$ cat src/rtl/rv_fetch_pkg.sv
package rv_fetch_pkg;

    localparam int XLEN     = 32;
    localparam int PARCEL_W = 16;
    localparam int PC_W     = XLEN - 1;   // halfword address, byte bit 0 is dropped

    typedef logic [XLEN-1:0]     xlen_t;    // instruction or memory word
    typedef logic [PARCEL_W-1:0] parcel_t;  // one 16-bit half of a word
    typedef logic [PC_W-1:0]     pc_t;      // halfword program counter

    // where the next instruction comes from
    typedef enum logic [1:0] {
        ALIGN_NORMAL   = 2'd0,  // next instruction starts in the current word
        ALIGN_SPLIT    = 2'd1,  // low half of a straddling instruction is buffered
        ALIGN_BUFFERED = 2'd2   // compressed parcel served from the buffer
    } align_state_e;

    // base opcodes produced by the compressed expansion
    localparam logic [6:0] OPC_LOAD   = 7'b000_0011;
    localparam logic [6:0] OPC_OP_IMM = 7'b001_0011;
    localparam logic [6:0] OPC_STORE  = 7'b010_0011;
    localparam logic [6:0] OPC_OP     = 7'b011_0011;
    localparam logic [6:0] OPC_LUI    = 7'b011_0111;
    localparam logic [6:0] OPC_BRANCH = 7'b110_0011;
    localparam logic [6:0] OPC_JALR   = 7'b110_0111;
    localparam logic [6:0] OPC_JAL    = 7'b110_1111;

    // ebreak, harmless filler for reset, flush and unsupported parcels
    localparam xlen_t INSTR_BUBBLE = 32'h0010_0073;

endpackage
$ cat src/rtl/fetch_top.sv
module fetch_top import rv_fetch_pkg::*; #(
    parameter pc_t RESET_PC = pc_t'(32'h4000_0000 >> 1)
) (
    input  logic  clk_i,
    input  logic  rst_i,

    // instruction memory
    output pc_t   mem_addr_o,
    input  xlen_t mem_data_i,
    input  logic  mem_wait_i,

    // pipeline control
    input  logic  stall_i,
    input  logic  flush_i,

    // execute redirect
    input  logic  redirect_valid_i,
    input  pc_t   redirect_pc_i,

    // decode stage
    output xlen_t dec_instr_o,
    output pc_t   dec_pc_o,
    output pc_t   dec_pc_next_o,
    output logic  dec_valid_o
);

    pc_t          pc;
    pc_t          pc_inc;
    parcel_t      parcel;
    logic         is_compressed;
    xlen_t        split_instr;
    xlen_t        expanded;
    align_state_e state;
    logic         hold;
    logic         pc_hold;

    assign mem_addr_o = pc;  // word select is pc[30:1]

    pc_gen #(
        .RESET_PC (RESET_PC)
    ) u_pc_gen (
        .clk_i            (clk_i),
        .rst_i            (rst_i),
        .hold_i           (hold),
        .pc_hold_i        (pc_hold),
        .is_compressed_i  (is_compressed),
        .redirect_valid_i (redirect_valid_i),
        .redirect_pc_i    (redirect_pc_i),
        .pc_o             (pc),
        .pc_inc_o         (pc_inc)
    );

    instr_align u_instr_align (
        .clk_i           (clk_i),
        .rst_i           (rst_i),
        .hold_i          (hold),
        .pc_half_i       (pc[0]),
        .state_i         (state),
        .mem_data_i      (mem_data_i),
        .parcel_o        (parcel),
        .is_compressed_o (is_compressed),
        .split_instr_o   (split_instr)
    );

    rvc_expander u_rvc_expander (
        .parcel_i   (parcel),
        .expanded_o (expanded)
    );

    fetch_ctrl u_fetch_ctrl (
        .clk_i            (clk_i),
        .rst_i            (rst_i),
        .stall_i          (stall_i),
        .mem_wait_i       (mem_wait_i),
        .flush_i          (flush_i),
        .redirect_valid_i (redirect_valid_i),
        .pc_i             (pc),
        .pc_inc_i         (pc_inc),
        .is_compressed_i  (is_compressed),
        .expanded_i       (expanded),
        .split_instr_i    (split_instr),
        .mem_data_i       (mem_data_i),
        .hold_o           (hold),
        .pc_hold_o        (pc_hold),
        .state_o          (state),
        .dec_instr_o      (dec_instr_o),
        .dec_pc_o         (dec_pc_o),
        .dec_pc_next_o    (dec_pc_next_o),
        .dec_valid_o      (dec_valid_o)
    );

endmodule

$ cat src/rtl/fetch_ctrl.sv
module fetch_ctrl import rv_fetch_pkg::*; (
    input  logic         clk_i,
    input  logic         rst_i,
    input  logic         stall_i,
    input  logic         mem_wait_i,
    input  logic         flush_i,
    input  logic         redirect_valid_i,
    input  pc_t          pc_i,
    input  pc_t          pc_inc_i,
    input  logic         is_compressed_i,
    input  xlen_t        expanded_i,
    input  xlen_t        split_instr_i,
    input  xlen_t        mem_data_i,
    output logic         hold_o,
    output logic         pc_hold_o,
    output align_state_e state_o,
    output xlen_t        dec_instr_o,
    output pc_t          dec_pc_o,
    output pc_t          dec_pc_next_o,
    output logic         dec_valid_o
);

    align_state_e state_q;
    align_state_e state_d;
    xlen_t        instr_d;
    pc_t          pc_d;
    pc_t          pc_next_d;
    logic         issue_d;
    logic         upper_compressed;  // parcel in the upper half of the bus word

    assign hold_o           = stall_i | mem_wait_i;
    assign upper_compressed = (mem_data_i[17:16] != 2'b11);
    assign pc_hold_o        = (state_q == ALIGN_SPLIT) && upper_compressed;
    assign state_o          = state_q;

    always_comb begin
        state_d   = ALIGN_NORMAL;
        instr_d   = is_compressed_i ? expanded_i : mem_data_i;
        pc_d      = pc_i;
        pc_next_d = pc_inc_i;
        issue_d   = 1'b1;
        case (state_q)
            ALIGN_NORMAL: begin
                if (pc_i[0] && !is_compressed_i) begin  // 32-bit starts in upper half
                    state_d = ALIGN_SPLIT;
                    instr_d = INSTR_BUBBLE;
                    issue_d = 1'b0;
                end
            end
            ALIGN_SPLIT: begin
                instr_d   = split_instr_i;
                pc_d      = pc_i - pc_t'(2);  // pc already points past the low half
                pc_next_d = pc_i;
                state_d   = upper_compressed ? ALIGN_BUFFERED : ALIGN_SPLIT;
            end
            ALIGN_BUFFERED: instr_d = expanded_i;
            default: begin
                instr_d = INSTR_BUBBLE;
                issue_d = 1'b0;
            end
        endcase
    end

    always_ff @(posedge clk_i) begin
        if (rst_i) begin
            state_q       <= ALIGN_NORMAL;
            dec_instr_o   <= INSTR_BUBBLE;
            dec_pc_o      <= '0;
            dec_pc_next_o <= '0;
            dec_valid_o   <= 1'b0;
        end else if (!hold_o) begin
            state_q       <= redirect_valid_i ? ALIGN_NORMAL : state_d;
            dec_pc_o      <= pc_d;
            dec_pc_next_o <= pc_next_d;
            if (flush_i) begin  // drop the wrong-path instruction
                dec_instr_o <= INSTR_BUBBLE;
                dec_valid_o <= 1'b0;
            end else begin
                dec_instr_o <= instr_d;
                dec_valid_o <= issue_d;
            end
        end
    end

endmodule

$ cat src/rtl/pc_gen.sv
module pc_gen import rv_fetch_pkg::*; #(
    parameter pc_t RESET_PC = pc_t'(32'h4000_0000 >> 1)
) (
    input  logic clk_i,
    input  logic rst_i,
    input  logic hold_i,
    input  logic pc_hold_i,
    input  logic is_compressed_i,
    input  logic redirect_valid_i,
    input  pc_t  redirect_pc_i,
    output pc_t  pc_o,
    output pc_t  pc_inc_o
);

    pc_t step;  // in halfwords

    assign step     = is_compressed_i ? pc_t'(1) : pc_t'(2);
    assign pc_inc_o = pc_o + step;

    always_ff @(posedge clk_i) begin
        if (rst_i) begin
            pc_o <= RESET_PC;
        end else if (!hold_i) begin
            if (redirect_valid_i) begin
                pc_o <= redirect_pc_i;     // execute target wins
            end else if (!pc_hold_i) begin
                pc_o <= pc_inc_o;
            end
            // pc_hold_i: next parcel is already in the buffer
        end
    end

endmodule

$ cat src/rtl/instr_align.sv
module instr_align import rv_fetch_pkg::*; (
    input  logic         clk_i,
    input  logic         rst_i,
    input  logic         hold_i,
    input  logic         pc_half_i,
    input  align_state_e state_i,
    input  xlen_t        mem_data_i,
    output parcel_t      parcel_o,
    output logic         is_compressed_o,
    output xlen_t        split_instr_o
);

    parcel_t upper_buf;  // upper half of the last word taken

    always_ff @(posedge clk_i) begin
        if (rst_i) begin
            upper_buf <= '0;
        end else if (!hold_i) begin
            upper_buf <= mem_data_i[31:16];
        end
    end

    // In the normal state the parcel always comes from the word on the bus.
    // This keeps an odd redirect target correct, as the buffer may hold a
    // half from the old path.
    always_comb begin
        if (state_i == ALIGN_NORMAL) begin
            parcel_o = pc_half_i ? mem_data_i[31:16] : mem_data_i[15:0];
        end else begin
            parcel_o = upper_buf;  // split or buffered
        end
    end

    assign is_compressed_o = (parcel_o[1:0] != 2'b11);

    // high half of a straddling instruction sits in the low half of this word
    assign split_instr_o = {mem_data_i[15:0], upper_buf};

endmodule

$ cat src/rtl/rvc_expander.sv
module rvc_expander import rv_fetch_pkg::*; (
    input  parcel_t parcel_i,
    output xlen_t   expanded_o
);

    parcel_t    c;
    logic [4:0] rd;     // rd/rs1 field, bits 11:7
    logic [4:0] rs2;    // rs2 field, bits 6:2
    logic [4:0] rdc;    // rd'/rs1' mapped to x8..x15
    logic [4:0] rs2c;   // rs2'/rd' mapped to x8..x15

    assign c    = parcel_i;
    assign rd   = c[11:7];
    assign rs2  = c[6:2];
    assign rdc  = {2'b01, c[9:7]};
    assign rs2c = {2'b01, c[4:2]};

    always_comb begin
        expanded_o = INSTR_BUBBLE;  // unsupported encodings
        case ({c[15:13], c[1:0]})
            5'b000_00: begin  // c.addi4spn, all-zero parcel is illegal
                if (c[12:5] != 8'd0) begin
                    expanded_o = {2'b00, c[10:7], c[12:11], c[5], c[6], 2'b00,
                                  5'd2, 3'b000, rs2c, OPC_OP_IMM};
                end
            end
            5'b010_00: expanded_o = {5'b0, c[5], c[12:10], c[6], 2'b00,
                                     rdc, 3'b010, rs2c, OPC_LOAD};           // c.lw
            5'b110_00: expanded_o = {5'b0, c[5], c[12], rs2c, rdc, 3'b010,
                                     c[11:10], c[6], 2'b00, OPC_STORE};      // c.sw
            5'b000_01: expanded_o = {{7{c[12]}}, rs2, rd, 3'b000, rd, OPC_OP_IMM}; // c.nop, c.addi
            5'b001_01,
            5'b101_01: begin
                // c.jal links x1, c.j links x0
                expanded_o = {c[12], c[8], c[10:9], c[6], c[7], c[2], c[11], c[5:3],
                              {9{c[12]}}, 4'b0000, ~c[15], OPC_JAL};
            end
            5'b010_01: expanded_o = {{7{c[12]}}, rs2, 5'd0, 3'b000, rd, OPC_OP_IMM}; // c.li
            5'b011_01: begin
                if (rd == 5'd2) begin  // c.addi16sp
                    expanded_o = {{3{c[12]}}, c[4:3], c[5], c[2], c[6], 4'b0000,
                                  5'd2, 3'b000, 5'd2, OPC_OP_IMM};
                end else begin         // c.lui
                    expanded_o = {{15{c[12]}}, rs2, rd, OPC_LUI};
                end
            end
            5'b100_01: begin
                case (c[11:10])
                    2'b00: expanded_o = {7'b000_0000, rs2, rdc, 3'b101, rdc, OPC_OP_IMM}; // srli
                    2'b01: expanded_o = {7'b010_0000, rs2, rdc, 3'b101, rdc, OPC_OP_IMM}; // srai
                    2'b10: expanded_o = {{7{c[12]}}, rs2, rdc, 3'b111, rdc, OPC_OP_IMM};  // andi
                    default: begin
                        if (!c[12]) begin  // c[12] set is rv64 only
                            case (c[6:5])
                                2'b00: expanded_o = {7'b010_0000, rs2c, rdc, 3'b000, rdc, OPC_OP};
                                2'b01: expanded_o = {7'b000_0000, rs2c, rdc, 3'b100, rdc, OPC_OP};
                                2'b10: expanded_o = {7'b000_0000, rs2c, rdc, 3'b110, rdc, OPC_OP};
                                default: expanded_o = {7'b000_0000, rs2c, rdc, 3'b111, rdc, OPC_OP};
                            endcase
                        end
                    end
                endcase
            end
            5'b110_01,
            5'b111_01: begin
                // c.beqz / c.bnez, funct3 bit 0 comes from c[13]
                expanded_o = {{4{c[12]}}, c[6:5], c[2], 5'd0, rdc, 2'b00, c[13],
                              c[11:10], c[4:3], c[12], OPC_BRANCH};
            end
            5'b000_10: expanded_o = {7'b000_0000, rs2, rd, 3'b001, rd, OPC_OP_IMM}; // c.slli
            5'b010_10: expanded_o = {4'b0000, c[3:2], c[12], c[6:4], 2'b00,
                                     5'd2, 3'b010, rd, OPC_LOAD};            // c.lwsp
            5'b100_10: begin
                if (!c[12]) begin
                    if (rs2 == 5'd0) begin
                        expanded_o = {12'd0, rd, 3'b000, 5'd0, OPC_JALR};    // c.jr
                    end else begin
                        expanded_o = {7'b000_0000, rs2, 5'd0, 3'b000, rd, OPC_OP}; // c.mv
                    end
                end else if (rs2 == 5'd0) begin
                    if (rd != 5'd0) begin  // rd zero is c.ebreak, the default
                        expanded_o = {12'd0, rd, 3'b000, 5'd1, OPC_JALR};    // c.jalr
                    end
                end else begin
                    expanded_o = {7'b000_0000, rs2, rd, 3'b000, rd, OPC_OP}; // c.add
                end
            end
            5'b110_10: expanded_o = {4'b0000, c[8:7], c[12], rs2, 5'd2, 3'b010,
                                     c[11:9], 2'b00, OPC_STORE};             // c.swsp
            default: expanded_o = INSTR_BUBBLE;
        endcase
    end

endmodule

$ cat config.mk
export PLATFORM = sky130hd
export DESIGN_NAME = fetch_top
export DESIGN_NICKNAME = d
export VERILOG_FILES = /design/src/rtl/rv_fetch_pkg.sv /design/src/rtl/fetch_top.sv /design/src/rtl/fetch_ctrl.sv /design/src/rtl/pc_gen.sv /design/src/rtl/instr_align.sv /design/src/rtl/rvc_expander.sv
export SDC_FILE = /design/constraint.sdc
export NUM_CORES = 1
export LEC_CHECK = 0
export ABC_CLOCK_PERIOD_IN_PS = 4690
export BUFFER_PORTS_ARGS = -buffer_cell sky130_fd_sc_hd__buf_2
export CORE_MARGIN = 1
export CORE_UTILIZATION = 50
export DETAILED_ROUTE_END_ITERATION = 10
export PLACE_DENSITY_LB_ADDON = 0.2
export RECOVER_POWER = 50
export SLEW_MARGIN = 15
export SYNTH_ARGS = -nofsm -noshare
export SYNTH_HDL_FRONTEND = slang
export SYNTH_SLANG_ARGS = --single-unit
$ cat constraint.sdc
create_clock -name clk_i -period 4.69 [get_ports clk_i]
set_input_delay 0.938 -clock clk_i [delete_from_list [all_inputs] [get_ports clk_i]]
set_output_delay 0.938 -clock clk_i [all_outputs]
set_load 0.005 [all_outputs]
==> results of run 1 <==
[placed cells by master, fill, tap and decap left out, types with 6 or more instances in the layout]
master / Yosys / final
nor2_1: 186 / 186
dfxtp_1: 144 / 144
nand2_1: 133 / 133
buf_2: 10 / 107
a21oi_1: 105 / 105
clkbuf_1: 89 / 84
o21ai_0: 70 / 70
a211oi_1: 55 / 55
nor3_1: 44 / 44
buf_4: 5 / 34
nand3_1: 33 / 33
xnor2_1: 33 / 33
a22oi_1: 32 / 32
a21o_1: 25 / 25
o31ai_1: 23 / 23
mux2i_1: 18 / 18
clkbuf_16: 0 / 17
or3_1: 15 / 15
xor2_1: 13 / 13
a311oi_1: 13 / 13
a31oi_1: 12 / 11
inv_1: 10 / 10
a222oi_1: 10 / 10
nand2b_1: 8 / 8
ha_1: 9 / 8
a22o_1: 7 / 7
nand4_1: 7 / 7
nor4_1: 6 / 6
o211ai_1: 6 / 6
a221oi_1: 6 / 6
clkinv_4: 0 / 6
[per-stage QoR]
| stage | worst slack [ns] | cells | instance area, µm² | hold slack [ns] |
|---|---|---|---|---|
| after floorplan | 1.09 | 1231 | 9040 | 0.448 |
| after detailed placement | 0.302 | 1568 | 10100 | 0.445 |
| after CTS | 0.555 | 1600 | 10700 | 0.464 |
| after global placement | 0.429 | 1568 | 10100 | 0.434 |
| after global routing | 0.136 | 1600 | 10600 | 0.481 |
| final | 0.467 | 1600 | 10600 | 0.462 |
[worst min path at each step]
stage,cells past startpoint,startpoint,slack [ns],end
final,2,u_fetch_ctrl.dec_valid_o,0.46,u_fetch_ctrl.dec_valid_o
after global routing,2,u_fetch_ctrl.dec_valid_o,0.48,u_fetch_ctrl.dec_valid_o
after CTS,2,u_fetch_ctrl.dec_pc_o[28],0.46,u_fetch_ctrl.dec_pc_o[28]
after detailed placement,2,u_fetch_ctrl.dec_pc_o[28],0.45,u_fetch_ctrl.dec_pc_o[28]
after global placement,2,u_fetch_ctrl.dec_pc_o[28],0.43,u_fetch_ctrl.dec_pc_o[28]
after floorplan,2,u_fetch_ctrl.dec_pc_next_o[1],0.45,u_fetch_ctrl.dec_pc_next_o[1]
[cell type report]
class                      count  share of cell area
tap                          225              0.0267
multi-input combinational    960               0.536
sequential                   144               0.273
clock inverter                13              0.0116
clock buffer                  19              0.0429
inverter                      11             0.00391
timing repair buffer         228               0.106
[layer usage]
metal  wire length, µm  up-vias
met3              3090       94
met5                 0        -
met4              1120        0
met2             14900      625
met1             15200     4822
li1                  -     4776
[power by group through the flow]
stage / registers (mW) / clock network (mW) / logic, mW
finish: 1.34 / 1.34 / 0.779
global route: 1.34 / 1.40 / 0.835
CTS: 1.33 / 1.34 / 0.765
detailed placement: 1.36 / 0 / 0.762
global placement: 1.36 / 0 / 0.771
floorplan: 1.34 / 0 / 0.480
[sequential cells by signal (all words and copies together), names as in the netlist]
register and count:
u_fetch_ctrl.dec_instr_o 32, u_pc_gen.pc_o 31, u_fetch_ctrl.dec_valid_o 1, u_fetch_ctrl.state_o 2
u_fetch_ctrl.dec_pc_next_o 31, u_instr_align.upper_buf 16, u_fetch_ctrl.dec_pc_o 31
[worst reg2reg max path, cell delays in order, from the launching register on]
cell	delay, ns
dfxtp_1	0.35
inv_1	0.12
ha_1	0.25
buf_4	0.28
a21oi_1	0.12
nand2_1	0.24
inv_1	0.20
ha_1	0.32
a21oi_1	0.06
buf_4	0.16
nor3b_1	0.65
nand3_1	0.44
or3_1	0.47
o31ai_1	0.24
a22oi_1	0.13
nor2_1	0.11
[kinds of logic after synthesis]
logic type | Yosys count | synth area share
AOI/OAI and AO/OA | 414 | 0.308
xor gates and xnor gates | 46 | 0.0446
adders and majority gates | 10 | 0.0147
buffers and inverters | 127 | 0.0570
DFF | 144 | 0.319
muxes | 18 | 0.0199
and+or+nand+nor | 472 | 0.237
==> metrics, run 1 <==
clock-pin slew on the worst setup and hold paths 0.07 ns; Final ANT Viol Nets 0; largest net degree at the start of global routing 86; Crit path buffers/inverters 4; Mapped Cells 1231; crit path from u_fetch_ctrl.state_o[0]; Total Routed Length 34300 µm; Seq/Total Area, Yosys 0.319; final setup violating endpoints 0; GR Util met2 0.542; initial core utilization 0.517; crit-path max cell delay 0.65 ns; H-tree depth 4; Worst Tran Pin Value 1.89 ns; syn_nets 1310; Leakage 3.84 nW; Flop pwr share 0.387; CP Cell Sequence inv_1 -> ha_1 -> buf_4 -> a21oi_1 -> nand2_1 -> inv_1 -> ha_1 -> a21oi_1 -> buf_4 -> nor3b_1 -> nand3_1 -> or3_1 -> o31ai_1 -> a22oi_1 -> nor2_1; Final Power 3.45 mW; fin. max-slew vios 70; Core Box Area 17500 µm²; critical path type reg2reg; post_cts resized 0; routability cong. 1.02; Hold/Removal Path Class reg2reg; status finished with violations; final hold viol count 0; row count 48; reg-to-reg endpoint u_pc_gen.pc_o[21]; CTS tree yes; flops & latches, synth 144; Crit path required time 5.05 ns; gr usage total 0.365; clock power share 0.387; Critical Path AT 4.58 ns; die area 18600 µm²; Final nets 1441; Crit. End Element flip-flop; DRT iter0 DRCs 1053; P_int 2.26 mW; Combinational Power Share 0.226; critical path's slowest cell nor3b_1; crit path launch type flip-flop; synthesized area 9040 µm²; total number of vias 10.3k; Hold-fix buffers, CTS 0; Reg-to-Reg Start u_fetch_ctrl.state_o[0]; warnings from Yosys 0; TNS Setup 0 ns; post-route clock period utilization 0.900; post-DR wirelength/cell 21.4 µm; RSZ-0062 raised after global routing false; Die Ht 136 µm; # diodes 0; Clock Sinks 144; area of the multi-input gates 5660 µm²; FFs w/ async S/R, synth 0; Clock Latency Late Sink 0.43 ns; Post-synth EDFFs 0; CTS Buf Count 17; Mapped Avg Cell Area 7.34 µm²; largest area contributor in the netlist dfxtp_1; Netlist cell types 76; Max VDD drop 0.254 mV; post-DP HPWL 24600 µm; initial antenna violation count 0; GR peak layer met2; grt ovf 0; worst-case reg-to-reg path depth 15; failing checks max-capacitance violations, max-slew violations; top-count cell post-synth nor2_1; Critical Path End u_pc_gen.pc_o[21]; DRC viols 0; most frequent cells after synthesis 186 x nor2_1, 144 x dfxtp_1, 133 x nand2_1, 105 x a21oi_1, 89 x clkbuf_1; vias in the first global route 8955; first-pass GRT wire length 51700 µm; CP delay by family, top simple AND/OR/NAND/NOR gates; register area 2880 µm²; post-CTS setup buffers 0; Net Sw Frac 0.344; max-cap viol count 2; Area Overhead vs Synth 16.8%; CP Max Fanout 21; final-layout fill cell count 1739; Bufs on Longest Clock Path 2; I/O pin cnt 195; PwrDens 327 nW/µm²; worst rel slew slack -0.261; port bufs 194; Layout Utilization 0.604; grt met1 use 0.525; share of cells above drive strength 1 0.142; Crit path depth 15; R2R setup slack 0.47 ns; Pre-antenna DRT Iters 6; met3 Usage GRT 0.0518; area share of the largest cell type after synthesis 0.319; Die Width 136 µm; FMAX 0.237 GHz; Via density 6.45; main area contributors after synthesis dfxtp_1 32%, nor2_1 7.7%, a21oi_1 5.8%; Psw 1.19 mW; Clock Skews 0.0123 ns; Root Driver clkbuf_16; post-layout min period 4.22 ns; main flop type after synthesis dfxtp_1
No activity file was read; power rests on OpenSTA's default activity.
==> run 2, diff against run 1 <==
--- a/config.mk
+++ b/config.mk
@@ -10,6 +10,7 @@
 export CORE_MARGIN = 1
 export CORE_UTILIZATION = 50
 export DETAILED_ROUTE_END_ITERATION = 10
+export MAX_ROUTING_LAYER = met4
 export PLACE_DENSITY_LB_ADDON = 0.2
 export RECOVER_POWER = 50
 export SLEW_MARGIN = 15
==> run 2 against run 1 <==
The run still ends with max-capacitance violations, max-slew violations left; worst hold slack worse by 0.0075 ns; non-clock buffer count decreased by 3; highest routed layer unchanged; register-to-register slack about the same; clock skew rose by 0.0030 ns; via count is 2.0% lower; total power up 1.2%; clock power grew 3%.
==> metrics, run 2 (same netlist as run 1, synthesis figures left out) <==
grt ovf 0; final setup violating endpoints 0; Final nets 1438; post-layout min period 4.22 ns; crit path launch type flip-flop; Crit path buffers/inverters 3; area of the multi-input gates 5660 µm²; Bufs on Longest Clock Path 2; CTS Buf Count 17; gr usage total 0.373; # placed instances 1565; critical path's slowest cell and4_1; register area 2880 µm²; first-pass GRT wire length 51300 µm; DRT iter0 DRCs 1037; RSZ-0062 raised after global routing false; I/O pin cnt 195; row count 48; post-route clock period utilization 0.901; Place WS 0.336 ns; commonest non-fill, non-tap cell in the layout nor2_1; DRC viols 0; Pre-antenna DRT Iters 8; TNS Setup 0 ns; Total Routed Length 33900 µm; Non-Filler Instances 1598; Crit path required time 4.98 ns; Area Overhead vs Synth 17.0%; post-CTS setup buffers 0; FMAX 0.237 GHz; Clock Skews 0.0153 ns; Hold WS 0.455 ns; port bufs 194; Clock Sinks 144; crit path from u_fetch_ctrl.state_o[0]; Worst Tran Pin Value 1.98 ns; crit-path max cell delay 0.49 ns; fin. max-slew vios 43; Root Driver clkbuf_16; status finished with violations; Leakage 3.86 nW; beginning of the worst hold path u_fetch_ctrl.dec_pc_o[2]; routability cong. 1.00; Design Area, Final 10600 µm²; CTS tree yes; post_cts resized 0; PwrDens 330 nW/µm²; most frequent cells in the layout 186 x nor2_1, 144 x dfxtp_1, 133 x nand2_1; Die Width 136 µm; Hold-fix buffers, CTS 0; setup ws final 0.465 ns; Core Box Area 17500 µm²; largest net degree at the start of global routing 79; post-DR wirelength/cell 21.2 µm; final-layout fill cell count 1698; Die Ht 136 µm; Via density 6.33; CP Max Fanout 18; Clock Latency Late Sink 0.44 ns; total number of vias 10.1k; post-DP HPWL 23900 µm; critical path type reg2reg; max FFs per register 32; post-placement cell area 10100 µm²; CP Cell Sequence inv_1 -> ha_1 -> buf_4 -> a21oi_1 -> nand2_1 -> ha_1 -> inv_1 -> fa_1 -> and3b_1 -> and4_1 -> nand3_1 -> or3_1 -> o21ai_0 -> a211oi_1; Critical Path AT 4.52 ns; failing checks max-capacitance violations, max-slew violations; initial core utilization 0.517; Reg-to-Reg Start u_fetch_ctrl.state_o[0]; Max VDD drop 0.261 mV; Hold/Removal Path Class reg2reg; Biggest register u_fetch_ctrl.dec_instr_o; clock-pin slew on the worst setup and hold paths 0.07 ns; final hold viol count 0; share of cells above drive strength 1 0.145; Final ANT Viol Nets 0; initial antenna violation count 1; Crit. End Element flip-flop; worst rel slew slack -0.319; max-cap viol count 1; H-tree depth 4; CP delay by family, top simple AND/OR/NAND/NOR gates; vias in the first global route 8987; die area 18600 µm²
==> run 2: path summary, 6_finish.rpt <==
kind / slack (ns) / end / depth (start not counted)
worst min-delay path: 0.45 / u_fetch_ctrl.dec_pc_o[2] / 2
worst min register to register: 0.45 / u_fetch_ctrl.dec_pc_o[2] / 2
worst max register to register: 0.47 / u_pc_gen.pc_o[28] / 14
worst max-delay path: 0.47 / u_pc_gen.pc_o[28] / 14
==> run 2: metrics by stage <==
stage | util | total power [mW]
2_1_floorplan | - | 1.82
3_3_place_gp | 0.577 | 2.12
3_5_place_dp | 0.577 | 2.12
4_1_cts | 0.611 | 3.48
5_1_grt | 0.605 | 3.61
6_report | 0.605 | 3.49
==> run 2: final cells by class <==
type	count	share of cell area
Timing Repair Buffer	225	0.105
Sequential cell	144	0.273
Clock inverter	14	0.0142
Inverter	11	0.00391
Clock buffer	18	0.0415
Multi-Input combinational cell	960	0.536
Tap cell	225	0.0266
Antenna cell	1	0.000237
==> run 2: report_power, final <==
group	switching (mW)	total (mW)	internal [mW]	leakage (nW)
combinational	0.517	0.778	0.261	2.40
sequential	0.0568	1.34	1.28	1.18
clock	0.616	1.38	0.763	0.284
total	1.19	3.49	2.30	3.86
==> run 2: layer usage <==
metal / share of wire / global-route usage
met5: 0 / -
met4: 0.023 / 0.119
met3: 0.097 / 0.0776
met2: 0.44 / 0.541
met1: 0.44 / 0.511
==> run 2: worst reg2reg max path, stage by stage, from the launching register on <==
cell      delay (ns)
dfxtp_1         0.34
inv_1           0.11
ha_1            0.43
buf_4           0.31
a21oi_1         0.12
nand2_1         0.23
ha_1            0.23
inv_1           0.06
fa_1            0.43
and3b_1         0.30
and4_1          0.49
nand3_1         0.39
or3_1           0.47
o21ai_0         0.08
a211oi_1        0.10
